### src/design/fibCalc_defines.svh
`ifndef FIBCALC_DEFINES_SVH
`define FIBCALC_DEFINES_SVH

////////////////////////////////////////////////////////////////////////
// datapath sizing
////////////////////////////////////////////////////////////////////////

// width of every term and every register
`define FIB_DATA_W 16

// register file depth, terms rotate through all of them
`define FIB_NUM_REGS 16

// index into the register file, log2 of FIB_NUM_REGS
`define FIB_REG_IDX_W 4

// term numbers run 0..31
`define FIB_COUNT_W 5

`endif

### src/design/fibCalcPkg.sv
package fibCalcPkg;

    ////////////////////////////////////////////////////////////////////
    // sequencer states
    ////////////////////////////////////////////////////////////////////

    // sClear wipes the register file, the two load states write the seeds,
    // sStep produces one summed term per cycle
    typedef enum logic [2:0] {
        sIdle,
        sClear,
        sLoadA,
        sLoadB,
        sStep,
        sDone
    } seqState;

    ////////////////////////////////////////////////////////////////////
    // alu opcodes and write-back source
    ////////////////////////////////////////////////////////////////////

    // opNop on every cycle that writes nothing
    typedef enum logic [1:0] {
        opNop,
        opAdd,
        opPassA
    } aluOp;

    // seed straight from the sequencer, or the alu result
    typedef enum logic {
        wbSeed,
        wbAlu
    } wbSel;

endpackage

### src/design/fibSequencer.sv
`timescale 1ns/1ps
`include "fibCalc_defines.svh"

module fibSequencer (
    input  logic                      clk,
    input  logic                      rstN,
    input  logic                      start,
    input  logic [`FIB_DATA_W-1:0]    seedA,
    input  logic [`FIB_DATA_W-1:0]    seedB,
    input  logic [`FIB_COUNT_W-1:0]   termCount,
    input  logic [`FIB_REG_IDX_W-1:0] readSel,
    input  logic                      carryFlag,
    output logic [`FIB_REG_IDX_W-1:0] regRead1,
    output logic [`FIB_REG_IDX_W-1:0] regRead2,
    output logic [`FIB_REG_IDX_W-1:0] regWrite,
    output logic                      regWriteEn,
    output logic                      regClear,
    output fibCalcPkg::aluOp          aluOp,
    output fibCalcPkg::wbSel          wbSel,
    output logic [`FIB_DATA_W-1:0]    seedValue,
    output logic [`FIB_COUNT_W-1:0]   termNumber,
    output logic                      lastStep,
    output logic                      busy
);

    fibCalcPkg::seqState       state;
    fibCalcPkg::seqState       nextState;
    logic [`FIB_COUNT_W-1:0]   stepCount;
    logic [`FIB_COUNT_W-1:0]   lastCount;
    logic [`FIB_REG_IDX_W-1:0] writeIdx;
    logic                      stepWrite;
    logic                      atLast;

    ////////////////////////////////////////////////////////////////////
    // state decode
    ////////////////////////////////////////////////////////////////////

    assign busy = (state != fibCalcPkg::sIdle);

    // carry latched by the previous add ends the run, nothing more is written
    assign stepWrite = (state == fibCalcPkg::sStep) && !carryFlag;

    // term being written is the final one asked for
    assign atLast = (stepCount == lastCount);

    always_comb begin
        nextState = state;
        case (state)
            fibCalcPkg::sIdle: begin
                if (start) begin
                    nextState = fibCalcPkg::sClear;
                end
            end
            fibCalcPkg::sClear:  nextState = fibCalcPkg::sLoadA;
            // lastCount is at least 1, so term 0 never ends a run
            fibCalcPkg::sLoadA:  nextState = fibCalcPkg::sLoadB;
            fibCalcPkg::sLoadB: begin
                if (atLast) begin
                    nextState = fibCalcPkg::sDone;
                end else begin
                    nextState = fibCalcPkg::sStep;
                end
            end
            fibCalcPkg::sStep: begin
                if (!stepWrite || atLast) begin
                    nextState = fibCalcPkg::sDone;
                end
            end
            fibCalcPkg::sDone:   nextState = fibCalcPkg::sIdle;
            default:             nextState = fibCalcPkg::sIdle;
        endcase
    end

    ////////////////////////////////////////////////////////////////////
    // state, term counter and rotating write pointer
    ////////////////////////////////////////////////////////////////////

    always_ff @(posedge clk or negedge rstN) begin
        if (!rstN) begin
            state     <= fibCalcPkg::sIdle;
            stepCount <= '0;
            writeIdx  <= '0;
            lastCount <= `FIB_COUNT_W'(1);
        end else begin
            state <= nextState;
            if (state == fibCalcPkg::sIdle && start) begin
                stepCount <= '0;
                writeIdx  <= '0;
                // a count of 0 still runs through both seeds
                lastCount <= (termCount == '0) ? `FIB_COUNT_W'(1) : termCount;
            end else if (regWriteEn) begin
                stepCount <= stepCount + 1'b1;
                // wraps mod 16 on its own
                writeIdx  <= writeIdx + 1'b1;
            end
        end
    end

    ////////////////////////////////////////////////////////////////////
    // datapath controls
    ////////////////////////////////////////////////////////////////////

    assign regClear   = (state == fibCalcPkg::sClear);
    assign regWriteEn = (state == fibCalcPkg::sLoadA) || (state == fibCalcPkg::sLoadB) ||
                        stepWrite;
    assign regWrite   = writeIdx;

    // operands are the two terms just behind the write pointer
    assign regRead1 = writeIdx - `FIB_REG_IDX_W'(1);
    // port 2 doubles as the external read port while idle
    assign regRead2 = busy ? (writeIdx - `FIB_REG_IDX_W'(2)) : readSel;

    always_comb begin
        case (state)
            fibCalcPkg::sLoadA, fibCalcPkg::sLoadB: aluOp = fibCalcPkg::opPassA;
            fibCalcPkg::sStep: begin
                aluOp = stepWrite ? fibCalcPkg::opAdd : fibCalcPkg::opNop;
            end
            default: aluOp = fibCalcPkg::opNop;
        endcase
    end

    assign wbSel     = (state == fibCalcPkg::sStep) ? fibCalcPkg::wbAlu : fibCalcPkg::wbSeed;
    assign seedValue = (state == fibCalcPkg::sLoadB) ? seedB : seedA;

    // tag for the result stage report
    assign termNumber = stepCount;
    assign lastStep   = regWriteEn && atLast;

endmodule

### src/design/registerFile.sv
`timescale 1ns/1ps
`include "fibCalc_defines.svh"

module registerFile (
    input  logic                      clk,
    input  logic                      rstN,
    input  logic                      regClear,
    input  logic [`FIB_REG_IDX_W-1:0] regRead1,
    input  logic [`FIB_REG_IDX_W-1:0] regRead2,
    input  logic [`FIB_REG_IDX_W-1:0] regWrite,
    input  logic                      regWriteEn,
    input  logic [`FIB_DATA_W-1:0]    writeData,
    output logic [`FIB_DATA_W-1:0]    aBus,
    output logic [`FIB_DATA_W-1:0]    bBus
);

    logic [`FIB_DATA_W-1:0] regs [`FIB_NUM_REGS];

    ////////////////////////////////////////////////////////////////////
    // storage
    ////////////////////////////////////////////////////////////////////

    // all registers read zero after reset and after a clear
    always_ff @(posedge clk or negedge rstN) begin
        if (!rstN) begin
            for (int i = 0; i < `FIB_NUM_REGS; i++) begin
                regs[i] <= '0;
            end
        end else if (regClear) begin
            // clear wins over a write in the same cycle
            for (int i = 0; i < `FIB_NUM_REGS; i++) begin
                regs[i] <= '0;
            end
        end else if (regWriteEn) begin
            regs[regWrite] <= writeData;
        end
    end

    ////////////////////////////////////////////////////////////////////
    // read ports
    ////////////////////////////////////////////////////////////////////

    // combinational, old value is seen during the write cycle
    assign aBus = regs[regRead1];
    // also the external read port
    assign bBus = regs[regRead2];

endmodule

### src/design/alu.sv
`timescale 1ns/1ps
`include "fibCalc_defines.svh"

module alu (
    input  logic [`FIB_DATA_W-1:0] aBus,
    input  logic [`FIB_DATA_W-1:0] bBus,
    input  fibCalcPkg::aluOp       aluOp,
    output logic [`FIB_DATA_W-1:0] result,
    output logic                   carry,
    output logic                   overflowRaw,
    output logic                   negative,
    output logic                   zero
);

    logic [`FIB_DATA_W:0]   sumWide;
    logic                   signA;
    logic                   signB;
    logic                   signSum;

    ////////////////////////////////////////////////////////////////////
    // adder
    ////////////////////////////////////////////////////////////////////

    // one extra bit catches the unsigned carry out
    assign sumWide = {1'b0, aBus} + {1'b0, bBus};

    assign signA   = aBus[`FIB_DATA_W-1];
    assign signB   = bBus[`FIB_DATA_W-1];
    assign signSum = sumWide[`FIB_DATA_W-1];

    ////////////////////////////////////////////////////////////////////
    // op select
    ////////////////////////////////////////////////////////////////////

    always_comb begin
        case (aluOp)
            fibCalcPkg::opAdd: begin
                result      = sumWide[`FIB_DATA_W-1:0];
                carry       = sumWide[`FIB_DATA_W];
                // like signs in, other sign out
                overflowRaw = (signA == signB) && (signSum != signA);
            end
            fibCalcPkg::opPassA: begin
                result      = aBus;
                carry       = 1'b0;
                overflowRaw = 1'b0;
            end
            default: begin
                // idle cycles drive a quiet zero
                result      = '0;
                carry       = 1'b0;
                overflowRaw = 1'b0;
            end
        endcase
    end

    // flags of whatever is on the result
    assign negative = result[`FIB_DATA_W-1];
    assign zero     = (result == '0);

endmodule

### src/design/resultStage.sv
`timescale 1ns/1ps
`include "fibCalc_defines.svh"

module resultStage (
    input  logic                    clk,
    input  logic                    rstN,
    input  fibCalcPkg::wbSel        wbSel,
    input  logic [`FIB_DATA_W-1:0]  seedValue,
    input  logic [`FIB_DATA_W-1:0]  result,
    input  logic                    carry,
    input  logic                    overflowRaw,
    input  logic                    negative,
    input  logic                    zero,
    input  logic                    regWriteEn,
    input  logic [`FIB_COUNT_W-1:0] termNumber,
    input  logic                    lastStep,
    output logic [`FIB_DATA_W-1:0]  writeData,
    output logic                    carryFlag,
    output logic                    termValid,
    output logic [`FIB_COUNT_W-1:0] termIndex,
    output logic [`FIB_DATA_W-1:0]  termValue,
    output logic                    done,
    output logic                    overflow
);

    // flag register bit positions
    localparam int FlagZ = 0;
    localparam int FlagN = 1;
    localparam int FlagV = 2;
    localparam int FlagC = 3;

    logic       fromAlu;
    logic [3:0] nextFlags;
    logic [3:0] flagReg;
    logic       stopMark;

    ////////////////////////////////////////////////////////////////////
    // write-back mux
    ////////////////////////////////////////////////////////////////////

    assign fromAlu   = (wbSel == fibCalcPkg::wbAlu);
    assign writeData = fromAlu ? result : seedValue;

    // seed writes take sign and zero from the seed itself, never a carry
    always_comb begin
        nextFlags        = '0;
        nextFlags[FlagC] = fromAlu && carry;
        nextFlags[FlagV] = fromAlu && overflowRaw;
        nextFlags[FlagN] = fromAlu ? negative : seedValue[`FIB_DATA_W-1];
        nextFlags[FlagZ] = fromAlu ? zero : (seedValue == '0);
    end

    ////////////////////////////////////////////////////////////////////
    // flags and report strobes
    ////////////////////////////////////////////////////////////////////

    always_ff @(posedge clk or negedge rstN) begin
        if (!rstN) begin
            flagReg   <= '0;
            termValid <= 1'b0;
            stopMark  <= 1'b0;
            done      <= 1'b0;
        end else begin
            if (regWriteEn) begin
                flagReg <= nextFlags;
            end
            termValid <= regWriteEn;
            // report cycle of the final term or of the carrying one
            stopMark  <= regWriteEn && (lastStep || nextFlags[FlagC]);
            done      <= stopMark;
        end
    end

    // report payload, only meaningful with termValid
    always_ff @(posedge clk) begin
        if (regWriteEn) begin
            termIndex <= termNumber;
            termValue <= writeData;
        end
    end

    // the carry stops the run, so the flag holds until the seed write of the next one
    assign carryFlag = flagReg[FlagC];
    assign overflow  = flagReg[FlagC];

endmodule

### src/design/fibCalc.sv
`timescale 1ns/1ps
`include "fibCalc_defines.svh"

module fibCalc (
    input  logic                      clk,
    input  logic                      rstN,
    input  logic                      start,
    input  logic [`FIB_DATA_W-1:0]    seedA,
    input  logic [`FIB_DATA_W-1:0]    seedB,
    input  logic [`FIB_COUNT_W-1:0]   termCount,
    input  logic [`FIB_REG_IDX_W-1:0] readSel,
    output logic                      termValid,
    output logic [`FIB_COUNT_W-1:0]   termIndex,
    output logic [`FIB_DATA_W-1:0]    termValue,
    output logic                      done,
    output logic                      overflow,
    output logic                      busy,
    output logic [`FIB_DATA_W-1:0]    readData
);

    ////////////////////////////////////////////////////////////////////
    // interconnect
    ////////////////////////////////////////////////////////////////////

    // sequencer to datapath
    logic [`FIB_REG_IDX_W-1:0] regRead1;
    logic [`FIB_REG_IDX_W-1:0] regRead2;
    logic [`FIB_REG_IDX_W-1:0] regWrite;
    logic                      regWriteEn;
    logic                      regClear;
    fibCalcPkg::aluOp          aluOp;
    fibCalcPkg::wbSel          wbSel;
    logic [`FIB_DATA_W-1:0]    seedValue;
    logic [`FIB_COUNT_W-1:0]   termNumber;
    logic                      lastStep;

    // register file to alu
    logic [`FIB_DATA_W-1:0]    aBus;
    logic [`FIB_DATA_W-1:0]    bBus;

    // alu to result stage
    logic [`FIB_DATA_W-1:0]    result;
    logic                      carry;
    logic                      overflowRaw;
    logic                      negative;
    logic                      zero;

    // result stage back around
    logic [`FIB_DATA_W-1:0]    writeData;
    logic                      carryFlag;

    // idle read port rides on the B bus
    assign readData = bBus;

    fibSequencer i_fibSequencer (
        .clk(clk), .rstN(rstN), .start(start), .seedA(seedA), .seedB(seedB),
        .termCount(termCount), .readSel(readSel), .carryFlag(carryFlag),
        .regRead1(regRead1), .regRead2(regRead2), .regWrite(regWrite),
        .regWriteEn(regWriteEn), .regClear(regClear), .aluOp(aluOp), .wbSel(wbSel),
        .seedValue(seedValue), .termNumber(termNumber), .lastStep(lastStep), .busy(busy)
    );

    registerFile i_registerFile (
        .clk(clk), .rstN(rstN), .regClear(regClear), .regRead1(regRead1),
        .regRead2(regRead2), .regWrite(regWrite), .regWriteEn(regWriteEn),
        .writeData(writeData), .aBus(aBus), .bBus(bBus)
    );

    alu i_alu (
        .aBus(aBus), .bBus(bBus), .aluOp(aluOp), .result(result), .carry(carry),
        .overflowRaw(overflowRaw), .negative(negative), .zero(zero)
    );

    resultStage i_resultStage (
        .clk(clk), .rstN(rstN), .wbSel(wbSel), .seedValue(seedValue), .result(result),
        .carry(carry), .overflowRaw(overflowRaw), .negative(negative), .zero(zero),
        .regWriteEn(regWriteEn), .termNumber(termNumber), .lastStep(lastStep),
        .writeData(writeData), .carryFlag(carryFlag), .termValid(termValid),
        .termIndex(termIndex), .termValue(termValue), .done(done), .overflow(overflow)
    );

endmodule

### config.mk
export PLATFORM = sky130hd
export DESIGN_NAME = fibCalc
export DESIGN_NICKNAME = d
export VERILOG_FILES = /design/src/design/fibCalcPkg.sv /design/src/design/fibSequencer.sv /design/src/design/registerFile.sv /design/src/design/alu.sv /design/src/design/resultStage.sv /design/src/design/fibCalc.sv
export VERILOG_INCLUDE_DIRS = /design/src /design/src/design
export SDC_FILE = /design/constraint.sdc
export NUM_CORES = 1
export LEC_CHECK = 0
export BUFFER_PORTS_ARGS = -buffer_cell sky130_fd_sc_hd__buf_2
export CAP_MARGIN = 20
export CELL_PAD_IN_SITES_DETAIL_PLACEMENT = 1
export CELL_PAD_IN_SITES_GLOBAL_PLACEMENT = 1
export CORE_MARGIN = 2
export CORE_UTILIZATION = 40
export DETAILED_ROUTE_END_ITERATION = 12
export PLACE_DENSITY_LB_ADDON = 0.1
export SETUP_SLACK_MARGIN = 0.1
export SLEW_MARGIN = 20
export SYNTH_ARGS = -nofsm -noshare
export SYNTH_HDL_FRONTEND = slang
export SYNTH_SLANG_ARGS = --single-unit
### constraint.sdc
create_clock -name clk -period 6.4 [get_ports clk]
set_input_delay 0.32 -clock clk [delete_from_list [all_inputs] [get_ports clk]]
set_output_delay 0.32 -clock clk [all_outputs]
set_load 0.02 [all_outputs]
# After elaboration in Yosys (flattened, before gate mapping)
# Index checks and enable logic that the tools add are counted.
dict set report totals {
  regBits 301
  in_bits 44
  output_inout_bits 41
  wordCells 103
}
dict set report op_classes {
  add_sub_neg 5
  order_cmp 4
  n_eq_ne 11
  n_mux 31
  bitwise 3
  n_reduce_logical 23
}
# operator n
set ops {}
lappend ops {{256-bit two-way mux} 2}
lappend ops {{256-bit bitwise mux} 1}
lappend ops {{16-bit binary-select mux with 4-bit select} 2}
lappend ops {{16-bit two-way mux} 7}
lappend ops {{16-bit demux with 4-bit select} 1}
lappend ops {{16-bit logical NOT} 2}
lappend ops {{16-bit case mux with 2 select lines} 1}
lappend ops {{16-bit by 16-bit adder with 17-bit output} 1}
lappend ops {{5-bit >= comparator, second input constant} 3}
lappend ops {{5-bit two-way mux} 3}
lappend ops {{4-bit NOT with 5-bit output} 3}
lappend ops {{3-bit case mux with 5 select lines} 1}
lappend ops {{4-bit two-way mux} 3}
lappend ops {{1-bit logical AND} 8}
lappend ops {{1-bit two-way mux} 7}
lappend ops {{3-bit by 2-bit == test with 1-bit output, second input constant} 2}
lappend ops {{3-bit two-way mux} 2}
lappend ops {{5-bit by 1-bit adder with 5-bit output, second input constant} 1}
lappend ops {{5-bit == test} 1}
lappend ops {{5-bit logical NOT} 1}
lappend ops {{5-bit by 1-bit < comparator with 1-bit output, second input constant} 1}
lappend ops {{4-bit by 1-bit adder with 4-bit output, second input constant} 1}
lappend ops {{1-bit logical OR} 4}
lappend ops {{2-bit != test, second input constant} 2}
lappend ops {{other kinds (15)} 17}

# Logic depth before layout (Yosys ltp)
# Gate-level depths: netlist (run 1).
dict set report depth {
  ltp_word 12
  depth_mapped 24
  ltp_nobuf 18
}

# Cells and area by module
# From an unflattened synthesis (run 1), not the netlist that was laid out.
dict set report unflattened {
  hier_cells 1812
  hier_area_um2 18156.2
}
# mod instances cells_each area_per_inst_um2 seq_area_each_um2
set by_module_without_submodules {}
lappend by_module_without_submodules {registerFile 1 1484 14898.0 6406.1}
lappend by_module_without_submodules {fibSequencer 1 129 1216.2 426.7}
lappend by_module_without_submodules {alu 1 150 1033.5 0.0}
lappend by_module_without_submodules {resultStage 1 49 1008.5 730.7}

# Worst setup path after synthesis (run 1)
# OpenSTA, ideal clock, no wires.
dict set report synth_timing {
  path_kind {register -> register}
  start {register i_fibSequencer.writeIdx[0] (netlist: i_fibSequencer.regWrite[0])}
  end {register i_resultStage.termValue[13] (data pin)}
  setup_time_ps 259
  arrival_ps 5416
  required_time_ps 6141
  path_slack_ps 725
  path_stages_with_launch 20
  path_buffers 5
  synth_period_minus_slack_ps 5675
  path_cell_list {dfrtp_1 > buf_2 > inv_1 > ha_1 > xnor2_1 > buf_2 > buf_1 > mux4_2 > ha_1 > clkbuf_1 > a21o_1 > a21o_1 > a21o_1 > a21o_1 > a21o_1 > a21o_1 > a221o_1 > clkbuf_1 > or2_2 > a211o_1}
}
dict set report synth_via {
  elab_chain_cells 9
  word_cells_on_any_way 14
  cone_classes {add/sub: 3; mux: 9; bitwise: 2}
}
# element line_no
set synth_lines {}
lappend synth_lines {{start: declaration} fibSequencer.sv:30} ;# logic [`FIB_REG_IDX_W-1:0] writeIdx;
lappend synth_lines {{start signal: assignment} fibSequencer.sv:94} ;# writeIdx <= writeIdx + 1'b1;
lappend synth_lines {{4-bit by 2-bit subtractor with 4-bit output} fibSequencer.sv:111} ;# assign regRead2 = busy ? (writeIdx - `FIB_REG_IDX_W'(2)) : readSel;
lappend synth_lines {{4-bit two-way mux} fibSequencer.sv:111}
lappend synth_lines {{4-bit NOT with 5-bit output (not written as such)} registerFile.sv:46} ;# assign bBus = regs[regRead2];
lappend synth_lines {{16-bit binary-select mux with 4-bit select} registerFile.sv:46}
lappend synth_lines {{16-bit two-way mux (not written as such) (2 in a row)} registerFile.sv:46}
lappend synth_lines {{16-bit by 16-bit adder with 17-bit output} alu.sv:25} ;# assign sumWide = {1'b0, aBus} + {1'b0, bBus};
lappend synth_lines {{16-bit case mux with 2 select lines (*)} alu.sv:36} ;# case (aluOp)
lappend synth_lines {{16-bit two-way mux (*)} resultStage.sv:42} ;# assign writeData = fromAlu ? result : seedValue;
lappend synth_lines {{named net i_registerFile.writeData[13]} registerFile.sv:12} ;# input logic [`FIB_DATA_W-1:0] writeData,
lappend synth_lines {{end signal: assignment} resultStage.sv:78} ;# termValue <= writeData;
lappend synth_lines {{end: declaration} resultStage.sv:21} ;# output logic [`FIB_DATA_W-1:0] termValue,
# The timed path passes the listed nets; every way through them passes the cells marked *. The select of a mux whose other input is x is not followed.
# A chain may end at the register's enable or synchronous reset.

# Worst setup path after layout (run 1)
dict set report layout_timing {
  start {register i_fibSequencer.state[1]}
  end {register i_registerFile.regs[254] in the netlist's numbering}
}
dict set report layout_via {
  elab_chain_cells 12
  word_cells_on_any_way 27
  cone_classes {add/sub: 1; eq/ne: 6; mux: 13; bitwise: 1; reduce/logical: 6}
}
# element line_no
set layout_lines {}
lappend layout_lines {{start: declaration} fibSequencer.sv:26} ;# fibCalcPkg::seqState state;
lappend layout_lines {{start signal: assignment} fibSequencer.sv:80} ;# state <= fibCalcPkg::sIdle;
lappend layout_lines {{start signal: assignment} fibSequencer.sv:85} ;# state <= nextState;
lappend layout_lines {{3-bit nonzero test} fibSequencer.sv:38} ;# assign busy = (state != fibCalcPkg::sIdle);
lappend layout_lines {{4-bit two-way mux} fibSequencer.sv:111}
lappend layout_lines {{4-bit NOT with 5-bit output (not written as such)} registerFile.sv:46}
lappend layout_lines {{16-bit binary-select mux with 4-bit select} registerFile.sv:46}
lappend layout_lines {{16-bit two-way mux (not written as such) (2 in a row)} registerFile.sv:46}
lappend layout_lines {{16-bit by 16-bit adder with 17-bit output} alu.sv:25}
lappend layout_lines {{16-bit case mux with 2 select lines} alu.sv:36}
lappend layout_lines {{16-bit two-way mux} resultStage.sv:42}
lappend layout_lines {{256-bit bitwise mux} registerFile.sv:35} ;# regs[regWrite] <= writeData;
lappend layout_lines {{256-bit two-way mux} registerFile.sv:34} ;# end else if (regWriteEn) begin
lappend layout_lines {{256-bit two-way mux} registerFile.sv:29} ;# end else if (regClear) begin
lappend layout_lines {{end signal: indexed assignment} registerFile.sv:35}
lappend layout_lines {{end: declaration} registerFile.sv:17} ;# logic [`FIB_DATA_W-1:0] regs [`FIB_NUM_REGS];
# Parallel ways exist; a longest one is shown, timed or not. The select of a mux whose other input is x is not followed.

==> results of run 1 <==
[final cells by class]
cell class                 count  area, sq um
multi-input combinational   1674        11270
fill                        5595        26390
inverter                      24        95.09
clock buffer                  56         1119
antenna                        2        5.005
sequential                   298         7567
clock inverter                12        157.7
tap                          664        830.8
timing repair buffer         192         1316
[final timing paths]
path	start	end	slack [ns]	depth (start not counted)
max	i_fibSequencer.state[1]	i_registerFile.regs[254]	0.33	16
min	termCount[4]	i_fibSequencer.lastCount[4]	0.05	2
max reg2reg	i_fibSequencer.state[1]	i_registerFile.regs[254]	0.33	16
min reg2reg	i_resultStage.stopMark	i_resultStage.done	0.45	0
max in group asynchronous	rstN	i_registerFile.regs[178]	4.55	3
min in group asynchronous	rstN	i_fibSequencer.lastCount[2]	0.37	2
[per-layer routing]
| metal | global-route usage [%] | up-vias | routed length, microns |
|---|---|---|---|
| li1 | - | 8381 | - |
| met1 | 47.08 | 10050 | 37150 |
| met3 | 6.310 | 204 | 7170 |
| met5 | 0 | - | 15 |
| met4 | 13.44 | 2 | 3145 |
| met2 | 51.75 | 882 | 38500 |
[cells in the mapped netlist, types with 14 or more instances]
cell type and count:
nand2_1 341, dfrtp_1 276, nand3_1 242, clkbuf_1 199, o21ai_0 146, and3_1 145, a21oi_1 127, o211ai_1 99
mux4_2 77, nor2_1 69, o311ai_0 47, o311ai_1 33, or4_1 33, buf_2 31, a311oi_1 29, a31oi_1 29
ha_1 26, mux2i_1 24, inv_1 22, edfxtp_1 21, a211oi_1 20, o21ai_1 18, a21o_1 17, nor3_1 14
[registers in the layout, summed over array words and instances (netlist names)]
name	cells
i_resultStage.flagReg	1
i_fibSequencer.state	3
i_resultStage.done	1
i_resultStage.termIndex	5
i_fibSequencer.regWrite	4
i_fibSequencer.lastCount	5
i_registerFile.regs	256
i_fibSequencer.termNumber	5
i_resultStage.termValid	1
i_resultStage.termValue	16
i_resultStage.stopMark	1
[worst reg2reg max path, stage by stage (launching register included)]
cell      delay [ns]
dfrtp_1         0.57
o31ai_2         0.81
o21a_4          0.46
nand2_1         0.13
and3_1          0.20
a311oi_1        0.31
a31oi_1         0.10
a21oi_1         0.39
ha_1            0.26
inv_1           0.07
fa_1            0.44
nand4b_1        0.24
nor4_1          0.46
nor2_4          0.15
a21oi_2         0.45
or2_1           0.59
o311ai_0        0.28
[power breakdown]
group,total [mW],switching (mW),internal [mW]
combinational,7.45,5.14,2.31
clock,2.23,0.927,1.31
sequential,2.75,0.374,2.37
total,12.4,6.44,5.98
[what timing repair did]
action	in CTS	in global routing
hold buffers	5	0
hold endpoints to repair	96	0
endpoints found under the setup margin	0	23
[logic make-up after synthesis]
family,after synthesis,synth area share [%]
fa+ha+maj,27,1.752
compound gates,613,20.70
simple gates,905,22.44
buf+inv,270,5.460
xor+xnor,19,0.8444
flops,298,38.38
mux,108,10.43
==> results.txt, run 1 <==
In this run the post-CTS setup repair buffer count came out at 0. Counting flops and latches in the post-synthesis netlist gives 298. Together, buffers and inverters on the worst path number 1. The worst path uses 94.88% of the clock period. Traced cell by cell, the critical path runs through o31ai_2, o21a_4, nand2_1, and3_1, a311oi_1, a31oi_1, a21oi_1, ha_1, inv_1, fa_1, nand4b_1, nor4_1, nor2_4, a21oi_2, or2_1, o311ai_0. The minimum clock period came out at 6.072 ns. The region available for standard cell placement spans 48750 sq um. The first global-routing pass estimated 128600 microns of wire. The worst-case vdd ir drop came out at 293.0 uV.

The number of gates given a new drive strength after cts came out at 0. dfrtp_1 takes more of the synthesized area than any other cell. Setup violations remaining at the end of the flow were counted as 0. Counting flops with a built-in enable in the synthesized netlist gives 21.

85 I/O pins were placed. The net count of the finished layout is 2299. By startpoint and endpoint, the worst setup path is classified as reg2reg. The combined global-route utilization of all metal layers came out at 33.76%. In the synthesized netlist the async set-or-reset flop fraction comes to 92.95%.

Dividing the detail-routed via count by the number of cells gives 6.678. The area growth from synthesis to layout is 13.47%. On the critical path, the stage with the largest delay is an instance of o31ai_2. In this run the power density over the cells is 555.6 nW/um^2.

The completed layout was analyzed and its total power is 12.42 mW. The clock tree from TritonCTS is yes. For this run, the detailed router's first-pass iteration total came to 5. The register area share after synthesis is 38.38%. The initial antenna violation count is 3. The total overflow left after global routing is 0.

The number of standard-cell rows in the floorplan is 81. The timing-limited maximum frequency is 0.1647 GHz. The later pin in the worst-skew pair is clocked with a latency of 0.59 ns. The number of clock buffers added by TritonCTS is 38. The most common cell after layout, fill and taps aside is nand2_1. The worst pin sits at a relative slew slack of 17.74%. Setup repair after global routing left no endpoint under its margin. The fraction of final layout cells with drive strength greater than 1 came out at 17.29%. During synthesis, Yosys emitted a total of 0 warnings. Entering global routing, the biggest net connects 111 pins. The horizontal die dimension is 226.0 microns. The sum of routed wire length over all layers came out at 85980 microns. The total clock sinks came out at 298.

The count of final hold-check violations came out at 0. The transition time at the pin with the least slew margin came out at 1.233 ns. The total number of H-tree levels came out at 2. The clock-pin slew reported for the worst setup and hold paths after clock tree synthesis is 0.05 ns. The routed layout has 19.51k vias. In the layout the commonest cells are 339 x nand2_1, 275 x dfrtp_1, 237 x nand3_1, 145 x and3_1, 145 x o21ai_0. By area the synthesized netlist is led by dfrtp_1 35%, mux4_2 8.8%, nand2_1 6.5%. The clock tree skew after final layout came out at 0.03026 ns. The area of the mapped netlist is 19710 sq um. The net count after synthesis came out at 2311.

The arrival time at the worst endpoint came out at 6.48 ns. The maximum number of buffers from clock root to sink came out at 3. The area of the die is 51060 sq um. The via count of the first global-routing pass came out at 19.68k. Prior to clock tree synthesis, the placed netlist has a worst setup slack of 0.5203 ns. The worst endpoint required time is 6.80 ns. Once placement completed, the tool counted placed cells totaling 2845. Along the worst path, the maximum fanout reaches 22. After routing, the total negative slack on setup checks comes to 0 ns. The worst hold margin is 0.04620 ns. The flow ran to the end, and the final reports show no timing, DRC or antenna violations.

The count of buffers added on input and output ports is 84. The area share of the largest cell type after synthesis came out at 35.05%. The weighted congestion reported at the end of routability-driven placement came out at 0.8971. Grouping stages by cell kind, the critical path spends the most delay in compound AO/OA/AOI/OAI gates.

The detailed placer's ending HPWL came out at 54700 microns. The post-place instance area is 21000 sq um. The root buffer cell is clkbuf_16.

The max-capacitance violation count came out at 0. The utilization after layout came out at 45.87%. After technology mapping, the gate count stands at 2240. The average detailed-routed wire length per instance came out at 29.43 microns.

The DRC violation count after routing is 0. The count of final max-slew check failures came out at 0. STA classifies the critical path endpoint as a register. After layout, the worst setup slack is 0.3277 ns. The worst hold path belongs to the class in2reg. The top flip-flop cell by instance count after synthesis is dfrtp_1. The post-route non-filler standard cell count is 2922. The worst setup path is launched from a register.

The post-synthesis cell type count came out at 85. In this run the vertical extent of the chip is 226.0 microns. The count of nets left with antenna violations after detail routing is 0. The violation count after the first detailed-routing iteration came out at 1917. The average instance in the mapped netlist occupies 8.798 sq um. The highest cell delay on the worst timing path came out at 0.81 ns.

The area of all placed cells without fillers is 22360 sq um. The initial standard-cell utilization of the core is 40.43%. The reported leakage power came out at 9.079 nW.
No activity file was read; power rests on OpenSTA's default activity.
==> run 2, diff against run 1 <==
Settings changed: CORE_UTILIZATION 40 to 29, CTS_BUF_LIST set to sky130_fd_sc_hd__clkbuf_8.
==> run 2 against run 1 <==
  * Combinational power increased by 2%
  * Sequential share of layout area down 0.41 points
  * Via count is 0.33% higher
  * Clock power decreased by 6%
  * Clock skew up 0.018 ns
  * Fmax up 1.4%
  * First-iteration DRC count decreased by 7.1%
  * Register-to-register slack improved by 0.08 ns
  * Flip-flop and latch count stayed put
==> results.txt, run 2 (synthesis results as in run 1) <==
The first-pass GRT wire length is 139600 microns (was 128600 microns). The number of optimization iterations in the first detailed-route pass came out at 5 (unchanged). The post-route non-filler standard cell count is 3179 (was 2922). The cell count of the worst reg-to-reg path came to 15 (was 16). The hold-critical path depth was 4 (was 2).

The startpoint kind of the worst setup timing path was a register (unchanged). The max-slew headroom at the worst pin is 23.88% (was 17.74%). The number of buffers inserted to repair setup after CTS came out at 0 (unchanged).

The count of final max-slew check failures is 0 (unchanged). The via count of the first global-routing pass was 19.63k (was 19.68k). The total power consumption of the routed design is 12.45 mW (was 12.42 mW).

The net count of the finished layout is 2327 (was 2299). The worst endpoint required time was 6.87 ns (was 6.80 ns). The fraction of final layout cells with drive strength greater than 1 was 17.93% (was 17.29%). The top register by number of flip-flops is i_registerFile.regs (unchanged). The aggregate global routing overflow is 0 (unchanged). The count of nets left with antenna violations after detail routing is 0 (unchanged). The DRC violation count after routing is 0 (unchanged). The average detailed-routed wire length per instance came out at 29.94 microns (was 29.43 microns). The sum of routed wire length over all layers is 95170 microns (was 85980 microns). The clock tree skew after final layout is 0.04780 ns (was 0.03026 ns). Commonest cells after routing, fill and taps aside: 339 x nand2_1, 275 x dfrtp_1, 230 x nand3_1, 145 x and3_1, 145 x o21ai_0 (was 339 x nand2_1, 275 x dfrtp_1, 237 x nand3_1, 145 x and3_1, 145 x o21ai_0). The clock tree from TritonCTS was yes (unchanged). The horizontal die dimension came out at 264.7 microns (was 226.0 microns). The transition time at the pin with the least slew margin came out at 1.138 ns (was 1.233 ns). The maximum number of pins on one net before global-route repair came out at 129 (was 111). The cell area power density was 550.2 nW/um^2 (was 555.6 nW/um^2). The count of final hold-check violations came out at 0 (unchanged).

The number of top-level pins is 85 (unchanged). The clock-pin slew reported for the worst setup and hold paths after clock tree synthesis came to 0.07 ns (was 0.05 ns). The root buffer cell is clkbuf_8 (was clkbuf_16). The initial antenna violation count came out at 5 (was 3). Result of the run: finished, final reports clean (unchanged). Unrepaired setup endpoints after global routing: no (unchanged). The worst hold margin came out at 0.08441 ns (was 0.04620 ns). The aggregate negative setup slack was 0 ns (unchanged). The worst-case vdd ir drop came out at 240.4 uV (was 293.0 uV). The post-route fraction of the period consumed by the critical path came to 93.56% (was 94.88%).

The worst-path maximum fanout came out at 44 (was 22). The number of standard-cell rows in the floorplan came out at 95 (was 81). The number of setup violations in the final report was 0 (unchanged).

The area of the die is 70060 sq um (was 51060 sq um). The capturing element type of the critical path is a register (unchanged). The minimum clock period came out at 5.988 ns (was 6.072 ns). The violation count after the first detailed-routing iteration is 1780 (was 1917). The timing-limited maximum frequency was 0.1670 GHz (was 0.1647 GHz). The most common cell after layout, fill and taps aside is nand2_1 (unchanged). Largest registers: i_registerFile.regs x256, i_resultStage.termValue x16 (unchanged). The number of buffers created by CTS came out at 61 (was 38).

The die span in y is 264.7 microns (was 226.0 microns). The count of hold buffers inserted by post-cts repair was 8 (was 5). The reported leakage power came out at 9.226 nW (was 9.079 nW). The fill cell total of the finished layout came out at 7805 (was 5595). The count of port buffers added during placement is 84 (unchanged). The number of cells in the design after placement is 3058 (was 2845). The count of vias placed by the detailed router came out at 19.58k (was 19.51k).

The multi-input gate area in the final layout is 11270 sq um (about the same). The arrival time at the worst endpoint came to 6.46 ns (was 6.48 ns). The worst hold-check path type was in2reg (unchanged). The floorplan core area came to 67280 sq um (was 48750 sq um). The combined global-route utilization of all metal layers is 26.82% (was 33.76%). The area growth from synthesis to layout was 14.86% (was 13.47%).

The area taken by flip-flops and latches is 7567 sq um (unchanged). The number of gates given a new drive strength after cts came out at 0 (unchanged). The detailed placer's ending HPWL is 59720 microns (was 54700 microns). The category of the most critical setup path is reg2reg (unchanged). The max-capacitance violation count is 0 (unchanged).

The initial standard-cell utilization of the core came out at 29.29% (was 40.43%). The number of flip-flops under the largest register name is 256 (unchanged). The clock latency at the later pin of the worst-skew pair came to 0.72 ns (was 0.59 ns). The post-detailed-route via-to-cell ratio came out at 6.159 (was 6.678). The total clock sinks came out at 298 (unchanged).

The weighted congestion reported at the end of routability-driven placement came to 0.8545 (was 0.8971). The maximum number of buffers from clock root to sink came out at 3 (unchanged). The total number of H-tree levels is 2 (unchanged).
==> run 2: metrics by stage <==
step / setup slack (ns) / util [%] / instance area, sq um
2_1_floorplan: 0.7249 / - / 19710
3_3_place_gp: 0.4945 / 31.68 / 21310
3_5_place_dp: 0.5156 / 31.69 / 21320
4_1_cts: 0.4810 / 33.64 / 22630
5_1_grt: 0.1580 / 33.64 / 22630
6_report: 0.4119 / 33.65 / 22640
==> run 2: layout make-up <==
cell class	instances	area share [%]
clock inverters	31	0.5914
well taps	873	4.825
diodes	2	0.02211
repair buffers	199	6.080
inverters	24	0.4201
multi-input cells	1672	49.77
clock buffers	80	4.864
flip-flops and latches	298	33.43
==> run 2: critical path, cell delays in order (launching register included) <==
cell and delay (ns):
dfrtp_1 0.56, o31ai_2 0.53, o21a_4 0.61, buf_4 0.44
nand2_1 0.08, and3_1 0.18, a311oi_1 0.36, a211oi_1 0.12
a21oi_1 0.48, ha_1 0.42, and3_1 0.27, o211ai_1 0.21
nand3b_1 0.23, and3_1 0.53, or2_2 0.41, a211o_1 0.26
==> run 2: path summary, 6_finish.rpt <==
kind                                    startpoint                           to  slack, ns
hold reg to reg             i_resultStage.stopMark           i_resultStage.done       0.35
setup reg to reg           i_fibSequencer.state[2]  i_resultStage.termValue[13]       0.41
setup / recovery           i_fibSequencer.state[2]  i_resultStage.termValue[13]       0.41
hold / removal                               start      i_fibSequencer.state[0]       0.08
min in group asynchronous                     rstN     i_registerFile.regs[113]       0.24
max in group asynchronous                     rstN      i_registerFile.regs[35]       4.66
==> run 2: routing by layer <==
| metal | vias up | wire (microns) | global-route usage, % |
|---|---|---|---|
| li1 | 8444 | - | - |
| met1 | 10270 | 44850 | 39.31 |
| met2 | 713 | 41540 | 40.58 |
| met3 | 153 | 5922 | 4.115 |
| met4 | 2 | 2837 | 8.154 |
| met5 | - | 20 | 0 |
==> run 2: report_power, final <==
part           switching (mW)  internal [mW]
logic                    5.33           2.29
clock network           0.979           1.11
registers               0.374           2.37
total                    6.68           5.77
